## src/logic/perip_macros.svh

```systemverilog
`ifndef PERIP_MACROS_SVH
`define PERIP_MACROS_SVH

// APB bus shape shared by every slave
`define PERIP_ADDR_W 12
`define PERIP_DATA_W 32

// Timer, GPIO0, GPIO1
`define PERIP_DEV_CNT 3

// Pins per GPIO block
`define GPIO_PINS 32

// PWM compare channels in the timer
`define PWM_CH 4

`endif

```

## src/logic/apb_pkg.sv

```systemverilog
package apb_pkg;

    // Bit position on the one-hot select vector
    typedef enum logic [1:0] {
        DEV_TIMER = 2'd0,
        DEV_GPIO0 = 2'd1,
        DEV_GPIO1 = 2'd2
    } dev_e;

    // GPIO register map
    typedef enum logic [7:0] {
        GPIO_DIR      = 8'h00,
        GPIO_OUT      = 8'h04,
        GPIO_IN       = 8'h08,
        GPIO_IOF      = 8'h0C,
        GPIO_IRQ_EN   = 8'h10,
        GPIO_IRQ_STAT = 8'h14
    } gpio_reg_e;

    // Timer register map
    typedef enum logic [7:0] {
        TMR_CTRL   = 8'h00,
        TMR_PERIOD = 8'h04,
        TMR_CMP0   = 8'h08,
        TMR_CMP1   = 8'h0C,
        TMR_CMP2   = 8'h10,
        TMR_CMP3   = 8'h14
    } tmr_reg_e;

endpackage

```

## src/logic/pinmux_pkg.sv

```systemverilog
`include "perip_macros.svh"

package pinmux_pkg;

    // GPIO0 pin driven by PWM channel 0, channel n sits at base plus n
    localparam int PWM_PIN_BASE = 32'd0;

    // First GPIO0 pin above the PWM block
    localparam int PWM_PIN_FREE = PWM_PIN_BASE + `PWM_CH;

    // Function currently owning a pad
    typedef enum logic {
        PIN_GPIO = 1'b0,
        PIN_PWM  = 1'b1
    } pin_func_e;

endpackage

```

## src/logic/apb_gpio.sv

```systemverilog
`timescale 1ns/1ps
`include "perip_macros.svh"

module apb_gpio (
    input  logic                     HCLK,
    input  logic                     rst_n_i,
    input  logic [`PERIP_ADDR_W-1:0] paddr_i,
    input  logic [`PERIP_DATA_W-1:0] pwdata_i,
    input  logic                     pwrite_i,
    input  logic                     psel_i,
    input  logic                     penable_i,
    output logic [`PERIP_DATA_W-1:0] prdata_o,
    output logic                     pready_o,
    output logic                     pslverr_o,
    input  logic [`GPIO_PINS-1:0]    gpio_in_i,
    output logic [`GPIO_PINS-1:0]    gpio_in_sync_o,
    output logic [`GPIO_PINS-1:0]    gpio_out_o,
    output logic [`GPIO_PINS-1:0]    gpio_dir_o,
    output logic [`GPIO_PINS-1:0]    gpio_iof_o,
    output logic                     irq_o
);
    logic [`GPIO_PINS-1:0]    dir_q;
    logic [`GPIO_PINS-1:0]    out_q;
    logic [`GPIO_PINS-1:0]    iof_q;
    logic [`GPIO_PINS-1:0]    irq_en_q;
    logic [`GPIO_PINS-1:0]    irq_stat_q;
    logic [`GPIO_PINS-1:0]    sync1_q;
    logic [`GPIO_PINS-1:0]    sync2_q;
    logic [`GPIO_PINS-1:0]    prev_q;
    logic [`GPIO_PINS-1:0]    rise;
    logic [`GPIO_PINS-1:0]    stat_clr;
    logic [`PERIP_DATA_W-1:0] rd_data;
    logic                     access;
    logic                     hit;
    logic                     wr_en;
    apb_pkg::gpio_reg_e       reg_sel;

    assign access  = psel_i & penable_i;
    assign reg_sel = apb_pkg::gpio_reg_e'(paddr_i[7:0]);

    // Offset decode, anything off the map is an error
    always_comb begin
        hit     = (paddr_i[`PERIP_ADDR_W-1:8] == '0);
        rd_data = '0;
        case (reg_sel)
            apb_pkg::GPIO_DIR:      rd_data[`GPIO_PINS-1:0] = dir_q;
            apb_pkg::GPIO_OUT:      rd_data[`GPIO_PINS-1:0] = out_q;
            apb_pkg::GPIO_IOF:      rd_data[`GPIO_PINS-1:0] = iof_q;
            apb_pkg::GPIO_IRQ_EN:   rd_data[`GPIO_PINS-1:0] = irq_en_q;
            apb_pkg::GPIO_IRQ_STAT: rd_data[`GPIO_PINS-1:0] = irq_stat_q;
            apb_pkg::GPIO_IN: begin
                rd_data[`GPIO_PINS-1:0] = sync2_q;
                // Input register is read only
                if (pwrite_i) begin
                    hit = 1'b0;
                end
            end
            default:                hit = 1'b0;
        endcase
        if (!hit) begin
            rd_data = '0;
        end
    end

    assign wr_en     = access & pwrite_i & hit;
    assign pready_o  = access;
    assign pslverr_o = access & ~hit;
    assign prdata_o  = (access & ~pwrite_i) ? rd_data : '0;

    always_ff @(posedge HCLK or negedge rst_n_i) begin
        if (!rst_n_i) begin
            dir_q    <= '0;
            out_q    <= '0;
            iof_q    <= '0;
            irq_en_q <= '0;
        end else if (wr_en) begin
            case (reg_sel)
                apb_pkg::GPIO_DIR:    dir_q    <= pwdata_i[`GPIO_PINS-1:0];
                apb_pkg::GPIO_OUT:    out_q    <= pwdata_i[`GPIO_PINS-1:0];
                apb_pkg::GPIO_IOF:    iof_q    <= pwdata_i[`GPIO_PINS-1:0];
                apb_pkg::GPIO_IRQ_EN: irq_en_q <= pwdata_i[`GPIO_PINS-1:0];
                default: ;
            endcase
        end
    end

    // Two flop synchronizer plus edge history
    always_ff @(posedge HCLK or negedge rst_n_i) begin
        if (!rst_n_i) begin
            sync1_q <= '0;
            sync2_q <= '0;
            prev_q  <= '0;
        end else begin
            sync1_q <= gpio_in_i;
            sync2_q <= sync1_q;
            prev_q  <= sync2_q;
        end
    end

    assign rise     = sync2_q & ~prev_q;
    assign stat_clr = (wr_en && reg_sel == apb_pkg::GPIO_IRQ_STAT) ?
                      pwdata_i[`GPIO_PINS-1:0] : '0;

    // New edge beats a clear in the same cycle
    always_ff @(posedge HCLK or negedge rst_n_i) begin
        if (!rst_n_i) begin
            irq_stat_q <= '0;
        end else begin
            irq_stat_q <= (irq_stat_q & ~stat_clr) | (rise & irq_en_q);
        end
    end

    assign irq_o          = |irq_stat_q;
    assign gpio_in_sync_o = sync2_q;
    assign gpio_out_o     = out_q;
    assign gpio_dir_o     = dir_q;
    assign gpio_iof_o     = iof_q;

endmodule

```

## src/logic/apb_pwm_timer.sv

```systemverilog
`timescale 1ns/1ps
`include "perip_macros.svh"

module apb_pwm_timer (
    input  logic                     HCLK,
    input  logic                     rst_n_i,
    input  logic [`PERIP_ADDR_W-1:0] paddr_i,
    input  logic [`PERIP_DATA_W-1:0] pwdata_i,
    input  logic                     pwrite_i,
    input  logic                     psel_i,
    input  logic                     penable_i,
    output logic [`PERIP_DATA_W-1:0] prdata_o,
    output logic                     pready_o,
    output logic                     pslverr_o,
    output logic [`PWM_CH-1:0]       pwm_o,
    output logic [`PWM_CH-1:0]       events_o
);
    logic                     en_q;
    logic [7:0]               prescale_q;
    logic [15:0]              period_q;
    logic [15:0]              cmp_q [`PWM_CH];
    logic [7:0]               presc_cnt_q;
    logic [15:0]              cnt_q;
    logic [15:0]              cnt_next;
    logic                     tick;
    logic [`PERIP_DATA_W-1:0] rd_data;
    logic                     access;
    logic                     hit;
    logic                     wr_en;
    apb_pkg::tmr_reg_e        reg_sel;

    assign access  = psel_i & penable_i;
    assign reg_sel = apb_pkg::tmr_reg_e'(paddr_i[7:0]);

    always_comb begin
        hit     = (paddr_i[`PERIP_ADDR_W-1:8] == '0);
        rd_data = '0;
        case (reg_sel)
            apb_pkg::TMR_CTRL: begin
                rd_data[0]    = en_q;
                rd_data[15:8] = prescale_q;
            end
            apb_pkg::TMR_PERIOD: rd_data[15:0] = period_q;
            apb_pkg::TMR_CMP0:   rd_data[15:0] = cmp_q[0];
            apb_pkg::TMR_CMP1:   rd_data[15:0] = cmp_q[1];
            apb_pkg::TMR_CMP2:   rd_data[15:0] = cmp_q[2];
            apb_pkg::TMR_CMP3:   rd_data[15:0] = cmp_q[3];
            default:             hit = 1'b0;
        endcase
        if (!hit) begin
            rd_data = '0;
        end
    end

    assign wr_en     = access & pwrite_i & hit;
    assign pready_o  = access;
    assign pslverr_o = access & ~hit;
    assign prdata_o  = (access & ~pwrite_i) ? rd_data : '0;

    always_ff @(posedge HCLK or negedge rst_n_i) begin
        if (!rst_n_i) begin
            en_q       <= 1'b0;
            prescale_q <= '0;
            period_q   <= '0;
            for (int n = 0; n < `PWM_CH; n++) begin
                cmp_q[n] <= '0;
            end
        end else if (wr_en) begin
            case (reg_sel)
                apb_pkg::TMR_CTRL: begin
                    en_q       <= pwdata_i[0];
                    prescale_q <= pwdata_i[15:8];
                end
                apb_pkg::TMR_PERIOD: period_q <= pwdata_i[15:0];
                apb_pkg::TMR_CMP0:   cmp_q[0] <= pwdata_i[15:0];
                apb_pkg::TMR_CMP1:   cmp_q[1] <= pwdata_i[15:0];
                apb_pkg::TMR_CMP2:   cmp_q[2] <= pwdata_i[15:0];
                apb_pkg::TMR_CMP3:   cmp_q[3] <= pwdata_i[15:0];
                default: ;
            endcase
        end
    end

    // One tick every prescale+1 cycles
    assign tick     = en_q && (presc_cnt_q == prescale_q);
    assign cnt_next = (cnt_q == period_q) ? 16'd0 : cnt_q + 16'd1;

    always_ff @(posedge HCLK or negedge rst_n_i) begin
        if (!rst_n_i) begin
            presc_cnt_q <= '0;
            cnt_q       <= '0;
        end else if (!en_q) begin
            presc_cnt_q <= '0;
            cnt_q       <= '0;
        end else if (tick) begin
            presc_cnt_q <= '0;
            cnt_q       <= cnt_next;
        end else begin
            presc_cnt_q <= presc_cnt_q + 8'd1;
        end
    end

    // Levels lag the counter by one edge, events land with the new count
    always_ff @(posedge HCLK or negedge rst_n_i) begin
        if (!rst_n_i) begin
            pwm_o    <= '0;
            events_o <= '0;
        end else begin
            for (int n = 0; n < `PWM_CH; n++) begin
                pwm_o[n]    <= (cnt_q < cmp_q[n]);
                events_o[n] <= tick && (cnt_next == cmp_q[n]);
            end
        end
    end

endmodule

```

## src/logic/gpio_pinmux.sv

```systemverilog
`timescale 1ns/1ps
`include "perip_macros.svh"

module gpio_pinmux (
    input  logic [`GPIO_PINS-1:0] gpio_out_i,
    input  logic [`GPIO_PINS-1:0] gpio_dir_i,
    input  logic [`GPIO_PINS-1:0] gpio_iof_i,
    input  logic [`PWM_CH-1:0]    pwm_i,
    output logic [`GPIO_PINS-1:0] pad_out_o,
    output logic [`GPIO_PINS-1:0] pad_dir_o
);
    for (genvar p = 0; p < `GPIO_PINS; p++) begin : g_pin
        if (p >= pinmux_pkg::PWM_PIN_BASE && p < pinmux_pkg::PWM_PIN_FREE) begin : g_pwm
            pinmux_pkg::pin_func_e pin_func;

            // IOF hands the pad to its timer channel
            assign pin_func = gpio_iof_i[p] ? pinmux_pkg::PIN_PWM
                                            : pinmux_pkg::PIN_GPIO;
            assign pad_out_o[p] = (pin_func == pinmux_pkg::PIN_PWM) ?
                                  pwm_i[p - pinmux_pkg::PWM_PIN_BASE] : gpio_out_i[p];
            // Forced to drive while PWM owns it
            assign pad_dir_o[p] = (pin_func == pinmux_pkg::PIN_PWM) | gpio_dir_i[p];
        end else begin : g_gpio
            // No alternate function up here
            assign pad_out_o[p] = gpio_out_i[p];
            assign pad_dir_o[p] = gpio_dir_i[p];
        end
    end

endmodule

```

## src/logic/perip_top.sv

```systemverilog
`timescale 1ns/1ps
`include "perip_macros.svh"

module perip_top (
    input  logic                     HCLK,
    input  logic                     rst_n_i,
    input  logic [`PERIP_ADDR_W-1:0] paddr_i,
    input  logic [`PERIP_DATA_W-1:0] pwdata_i,
    input  logic                     pwrite_i,
    input  logic [`PERIP_DEV_CNT-1:0] psel_i,
    input  logic                     penable_i,
    output logic [`PERIP_DATA_W-1:0] prdata_o [`PERIP_DEV_CNT],
    output logic [`PERIP_DEV_CNT-1:0] pready_o,
    output logic [`PERIP_DEV_CNT-1:0] pslverr_o,

    input  logic [`GPIO_PINS-1:0]    gpio0_in_i,
    output logic [`GPIO_PINS-1:0]    gpio0_out_o,
    output logic [`GPIO_PINS-1:0]    gpio0_dir_o,
    output logic                     gpio0_irq_o,

    input  logic [`GPIO_PINS-1:0]    gpio1_in_i,
    output logic [`GPIO_PINS-1:0]    gpio1_out_o,
    output logic [`GPIO_PINS-1:0]    gpio1_dir_o,
    output logic                     gpio1_irq_o,

    output logic [`PWM_CH-1:0]       timer_events_o
);
    logic [`GPIO_PINS-1:0] gpio0_out;
    logic [`GPIO_PINS-1:0] gpio0_dir;
    logic [`GPIO_PINS-1:0] gpio0_iof;
    logic [`PWM_CH-1:0]    pwm;

    apb_pwm_timer i_timer (
        .HCLK      (HCLK),
        .rst_n_i   (rst_n_i),
        .paddr_i   (paddr_i),
        .pwdata_i  (pwdata_i),
        .pwrite_i  (pwrite_i),
        .psel_i    (psel_i[apb_pkg::DEV_TIMER]),
        .penable_i (penable_i),
        .prdata_o  (prdata_o[apb_pkg::DEV_TIMER]),
        .pready_o  (pready_o[apb_pkg::DEV_TIMER]),
        .pslverr_o (pslverr_o[apb_pkg::DEV_TIMER]),
        .pwm_o     (pwm),
        .events_o  (timer_events_o)
    );

    // GPIO0 pads pass through the pin mux
    apb_gpio i_gpio0 (
        .HCLK           (HCLK),
        .rst_n_i        (rst_n_i),
        .paddr_i        (paddr_i),
        .pwdata_i       (pwdata_i),
        .pwrite_i       (pwrite_i),
        .psel_i         (psel_i[apb_pkg::DEV_GPIO0]),
        .penable_i      (penable_i),
        .prdata_o       (prdata_o[apb_pkg::DEV_GPIO0]),
        .pready_o       (pready_o[apb_pkg::DEV_GPIO0]),
        .pslverr_o      (pslverr_o[apb_pkg::DEV_GPIO0]),
        .gpio_in_i      (gpio0_in_i),
        .gpio_in_sync_o (),
        .gpio_out_o     (gpio0_out),
        .gpio_dir_o     (gpio0_dir),
        .gpio_iof_o     (gpio0_iof),
        .irq_o          (gpio0_irq_o)
    );

    // GPIO1 drives its pads directly
    apb_gpio i_gpio1 (
        .HCLK           (HCLK),
        .rst_n_i        (rst_n_i),
        .paddr_i        (paddr_i),
        .pwdata_i       (pwdata_i),
        .pwrite_i       (pwrite_i),
        .psel_i         (psel_i[apb_pkg::DEV_GPIO1]),
        .penable_i      (penable_i),
        .prdata_o       (prdata_o[apb_pkg::DEV_GPIO1]),
        .pready_o       (pready_o[apb_pkg::DEV_GPIO1]),
        .pslverr_o      (pslverr_o[apb_pkg::DEV_GPIO1]),
        .gpio_in_i      (gpio1_in_i),
        .gpio_in_sync_o (),
        .gpio_out_o     (gpio1_out_o),
        .gpio_dir_o     (gpio1_dir_o),
        .gpio_iof_o     (),
        .irq_o          (gpio1_irq_o)
    );

    gpio_pinmux i_gpio_pinmux (
        .gpio_out_i (gpio0_out),
        .gpio_dir_i (gpio0_dir),
        .gpio_iof_i (gpio0_iof),
        .pwm_i      (pwm),
        .pad_out_o  (gpio0_out_o),
        .pad_dir_o  (gpio0_dir_o)
    );

endmodule

```

## config.mk

```make
export PLATFORM = sky130hd
export DESIGN_NAME = perip_top
export DESIGN_NICKNAME = d
export VERILOG_FILES = /design/src/logic/apb_pkg.sv /design/src/logic/pinmux_pkg.sv /design/src/logic/apb_gpio.sv /design/src/logic/apb_pwm_timer.sv /design/src/logic/gpio_pinmux.sv /design/src/logic/perip_top.sv
export VERILOG_INCLUDE_DIRS = /design/src /design/src/logic
export SDC_FILE = /design/constraint.sdc
export NUM_CORES = 1
export LEC_CHECK = 0
export BUFFER_PORTS_ARGS = -buffer_cell sky130_fd_sc_hd__buf_2
export CAP_MARGIN = 40
export CORE_ASPECT_RATIO = 0.7
export CORE_UTILIZATION = 25
export DETAILED_ROUTE_END_ITERATION = 12
export PLACE_DENSITY = 0.5
export SYNTH_ARGS = -nofsm -noshare
export SYNTH_HDL_FRONTEND = slang
export SYNTH_SLANG_ARGS = --single-unit
export TNS_END_PERCENT = 10
```

## constraint.sdc

```tcl
create_clock -name HCLK -period 7.5 [get_ports HCLK]
set_clock_uncertainty 0.1 [all_clocks]
set_input_delay 0.75 -clock HCLK [delete_from_list [all_inputs] [get_ports HCLK]]
set_output_delay 0.75 -clock HCLK [all_outputs]
set_load 0.02 [all_outputs]
```

== Word-level counts from Yosys, hierarchy flattened ==
Index checks and enable logic that the tools add are counted.
Storage, ports and cells
  bits in latches: 0
  RAM bits: 0
  output and inout bits: 236
  ROM bits: 0
  flip-flop bits (word level): 633
  input bits: 115
  word-level logic and storage cells: 135
  memories: 0
Operators by class
  div/mod/pow operators: 0
  bitwise operators: 34
  $add $sub $neg: 2
  equal/unequal tests: 12
  reductions and logical operators: 27
  $mul: 0
  order comparisons: 4
  multiplexer cells: 29
  shift operators: 0
Operators with widths (number)
  32-bit one-hot mux with 6 select lines: 2
  32-bit AND: 6
  32-bit two-way mux: 6
  32-bit NOT: 4
  16-bit equality test: 5
  16-bit two-way mux: 5
  16-bit < comparator: 4
  32-bit bitwise OR: 2
  32-bit OR reduction: 2
  8-bit one-hot mux with 6 select lines: 1
  7-bit one-hot mux with 5 select lines: 1
  2-bit AND reduction: 14
  16-bit by 1-bit adder with 16-bit output (second input constant): 1
  8-bit by 4-bit equality test with 1-bit output (second input constant): 2
  8-bit by 5-bit equality test with 1-bit output (second input constant): 2
  8-bit two-way mux: 2
  1-bit AND: 15
  1-bit two-way mux: 10
  8-bit by 1-bit adder with 8-bit output (second input constant): 1
  8-bit by 3-bit equality test with 1-bit output (second input constant): 1
  8-bit equality test: 1
  8-bit logical NOT: 1
  1-bit logical AND: 7
  1-bit one-hot mux with 6 select lines: 1
  other kinds (7): 12

== Longest topological paths before layout ==
  depth in word-level cells: 9
  mapped depth: 11
  depth with buffers taken out: 10

== Hierarchy ==
Synthesis repeated with hierarchy kept, for this count alone.
Second synthesis, totals
  cell total of the unflattened synthesis: 2463
  area, all modules: 30631.9 um^2
Modules (own cells, without submodules)
  apb_gpio (i_gpio0): cells an instance 727, sequential area each 6406.1 um^2, area each 10505.1 um^2, times used 1
  apb_gpio (i_gpio1): cells an instance 725, sequential area each 6406.1 um^2, area each 10397.5 um^2, times used 1
  apb_pwm_timer: cells an instance 947, sequential area each 3027.9 um^2, area each 9223.8 um^2, times used 1
  gpio_pinmux: cells an instance 64, sequential area each 0.0 um^2, area each 505.5 um^2, times used 1

== Least setup slack after synthesis ==
No wires, ideal clock.
  path type: input-to-output
  from: input paddr_i[2]
  to: output prdata_o[63] (netlist name)
  path buffers: 5
  path slack: 3.984 ns
  required time: 6.650 ns
  data arrival time: 2.666 ns
  stages on the path: 7
  cells stage by stage: clkbuf_1 > buf_2 > clkbuf_1 > buf_2 > clkbuf_1 > a31oi_1 > a21oi_1
RTL lines
  start: declaration: line perip_top.sv:7  | input logic [`PERIP_ADDR_W-1:0] paddr_i,
  end: declaration: line perip_top.sv:12  | output logic [`PERIP_DATA_W-1:0] prdata_o [`PERIP_DEV_CNT],

==> impl_metrics.json <==
{
  "status": "finished, final reports clean",
  "insertion_delay_ns": 0.65,
  "synth_flop_cell": "dfrtp_1",
  "port_buffers": 334,
  "reg2regPathDepth": 9,
  "slew_headroom": 0.3378,
  "antenna_found_initial": 15,
  "hp-class": "input pin to async pin",
  "synth_top_area_share": 0.5352,
  "worst_path_largest_cell_delay_ns": 0.85,
  "globalplace.congestion": 0.9048,
  "multi_input_area_sq_mm": 0.01236,
  "rsz0062_at_grt": "false",
  "die_w_um": 413.3,
  "clk_path_buf_depth": 3,
  "grt_pass1_vias": 20670,
  "synth_area_sq_mm": 0.02960,
  "hold_ws_ns": 0.003781,
  "grt_max_degree": 137,
  "synth_cell_type_count": 62,
  "drv_cap": 0,
  "synth_seq_area_share": 0.5352,
  "via_per_inst": 4.912,
  "synth_cells": 2477,
  "hpwl_mm": 78.70,
  "ant_nets": 0,
  "power.density_mw_per_mm2": 212.5,
  "fmax_mhz": 205.7,
  "grt_pass1_wl_mm": 158.5,
  "gr-total-overflow": 0,
  "leakagePower_uw": 0.01612,
  "path_class": "input pin to output pin",
  "drc": 0,
  "placed_area_sq_mm": 0.03267,
  "reg2reg_to": "i_timer.events_o[2]",
  "drtIter0Drc": 2138,
  "worstMarginPinSlew_ns": 0.9933,
  "stdcell_area_sq_mm": 0.03509,
  "ys_seq_elements": 633,
  "core_sq_mm": 0.1173,
  "min_period_ns": 4.862,
  "ios": 351,
  "areaGrowthSynthToFinish_pct": 18.55,
  "finalSetupTns_ns": 0,
  "wirelength_mm": 111.1,
  "clkTransAtPathRegs_ns": 0.07,
  "drv_slew": 0,
  "cts_inserted_buffers": 68,
  "syn_area_per_cell_sq_um": 11.95,
  "cts_hold_buf": 0,
  "die-area_sq_mm": 0.1198,
  "grtUsageTotal": 0.1841,
  "fillCellCount": 12040,
  "synth_top_cells_by_area": "dfrtp_1 (54%), mux2_2 (13%), nand2_1 (3.4%)",
  "layout-drive-gt1-share": 0.3381,
  "required_ns": 6.65,
  "regToRegSetupSlack_ns": 3.36,
  "period_share": 0.6482,
  "wire_per_inst_um": 25.66,
  "regArea_sq_mm": 0.01584,
  "h-tree-depth": 3,
  "placementRows": 105,
  "synth_top_cell_by_area": "dfrtp_1",
  "vdd_ir_drop_max_uv": 137.6,
  "critPathSlowestCell": "a222oi_1",
  "initial_core_util": 0.2523,
  "firstDrtPassIters": 9,
  "post_cts_buffers": 0,
  "cts_tree": "done",
  "worstSetupStartpointType": "input pin",
  "regToRegStartpoint": "i_timer.cnt_q[1]",
  "synthArstFlopShare": 1.000,
  "worstPathCellList": "buf_6 > inv_2 > buf_4 > nor2_1 > buf_4 > nand2_1 > o21ai_0 > a222oi_1 > nor2_1 > buf_2",
  "synth.yosys.warnings": 0,
  "finalHoldViolCount": 0,
  "routed-via-count": 21270,
  "path_max_fanout": 59,
  "die_y_um": 289.9,
  "setup_viol": 0,
  "critPathCaptureType": "output pin",
  "cp_data_arrival_time_ns": 4.01,
  "cts_resized": 0,
  "cts_root_buffer": "clkbuf_16",
  "nets": 2895,
  "clock_sinks": 633,
  "synth_edf_count": 0
}
-- worst max-delay path: cells and delay by family --
| family | cells | cell delay [ns] |
|---|---|---|
| and+or+nand+nor | 3 | 0.39 |
| buffers and inverters | 5 | 1.79 |
| AOI/OAI and AO/OA | 2 | 0.92 |
-- worst max-delay path by stage --
stage / startpoint / endpoint / slack, ns / cells after the start
finish: paddr_i[2] / prdata_o[5] / 2.64 / 10
global route: paddr_i[2] / prdata_o[31] / 2.48 / 10
CTS: paddr_i[2] / prdata_o[73] / 2.68 / 10
detailed placement: paddr_i[2] / prdata_o[73] / 2.69 / 10
global placement: paddr_i[5] / prdata_o[31] / 2.32 / 8
floorplan: paddr_i[2] / prdata_o[63] / 3.98 / 7
-- cells by family after synthesis --
group | after synthesis | share of synthesized area
DFF | 633 | 0.5352
and+or+nand+nor | 579 | 0.09195
muxes | 417 | 0.1739
buffers and inverters | 303 | 0.05212
other | 1 | 0.0001267
adders and majority gates | 62 | 0.02621
AOI/OAI and AO/OA | 395 | 0.09453
xor gates and xnor gates | 87 | 0.02600
-- Yosys cell counts (all sizes together) (13+ instances only) --
cell	number
nand4	24
xor2	27
nor3	31
o21ai	111
nor2	115
a21o	13
inv	65
a21oi	42
nor4	44
a31oi	19
clkbuf	86
dfrtp	633
xnor2	60
o2bb2ai	64
mux2	347
nand2	268
buf	152
ha	62
a22o	21
mux2i	27
nor2b	19
mux4	43
nand3	26
a22oi	53
a222oi	35
-- registers in the layout, indices dropped and copies added (netlist names), 8 cells and up --
name                    count
i_gpio0.gpio_out_o         32
i_gpio0.irq_en_q           32
i_gpio1.gpio_iof_o         32
i_gpio1.sync1_q            32
i_gpio1.gpio_dir_o         32
i_timer.cmp_q              64
i_gpio0.gpio_iof_o         32
i_timer.period_q           16
i_gpio1.irq_en_q           32
i_timer.cnt_q              16
i_gpio1.prev_q             32
i_timer.prescale_q          8
i_gpio0.prev_q             32
i_gpio1.gpio_out_o         32
i_gpio0.irq_stat_q         32
i_gpio0.gpio_in_sync_o     32
i_timer.presc_cnt_q         8
i_gpio1.gpio_in_sync_o     32
i_gpio0.sync1_q            32
i_gpio1.irq_stat_q         32
i_gpio0.gpio_dir_o         32
-- cells in the final DEF (no fill, tap or decap), types with 10 or more instances in the layout --
cell and count:
dfrtp_1 633, mux2_2 344, buf_2 333, nand2_1 266, o21ai_0 109, nor2_1 108, clkbuf_16 69, inv_1 64
o2bb2ai_1 64, ha_1 62, xnor2_1 60, a22oi_1 53, buf_4 47, mux4_2 43, a21oi_1 42, nor4_1 38
a222oi_1 35, mux2i_1 27, xor2_1 26, nor3_1 24, nand4_1 23, a22o_1 21, nand3_1 21, nor2b_1 19
a31oi_1 19, conb_1 16, clkbuf_1 14, a21o_1 13, clkbuf_8 13, nand2b_1 11, bufinv_16 10
-- cell type report --
type | count | share of cell area
Antenna cell | 7 | 0.0004993
Clock buffer | 96 | 0.05581
Inverter | 65 | 0.006954
Clock inverter | 27 | 0.01248
Sequential cell | 633 | 0.4515
Timing Repair Buffer | 394 | 0.06519
Tap cell | 1551 | 0.05531
Multi-Input combinational cell | 1556 | 0.3523
-- per-layer routing --
| metal | vias up | track usage | routed length [um] |
|---|---|---|---|
| li1 | 9300 | - | - |
| met1 | 10930 | 0.2793 | 53230 |
| met2 | 914 | 0.2494 | 45130 |
| met3 | 122 | 0.06311 | 10880 |
| met4 | 2 | 0.03420 | 1819 |
| met5 | - | 0 | 17 |
-- where the power goes --
group	leakage, uW	internal, uW	switching (uW)
registers	0.00782	3470	26.3
clock network	0.00117	2180	1490
logic	0.00714	77.9	217
total	0.0161	5720	1730
-- stage by stage --
step | util | std cells | total power, uW | worst slack [ns]
global route | 0.2990 | 4324 | 7709 | 2.476
global placement | 0.2766 | 4185 | 3854 | 2.320
detailed placement | 0.2785 | 4199 | 3857 | 2.690
finish | 0.2991 | 4329 | 7456 | 2.638
CTS | 0.2989 | 4322 | 7555 | 2.683
floorplan | - | 2492 | 3665 | 3.984
Power figures use the tool's default switching activity.
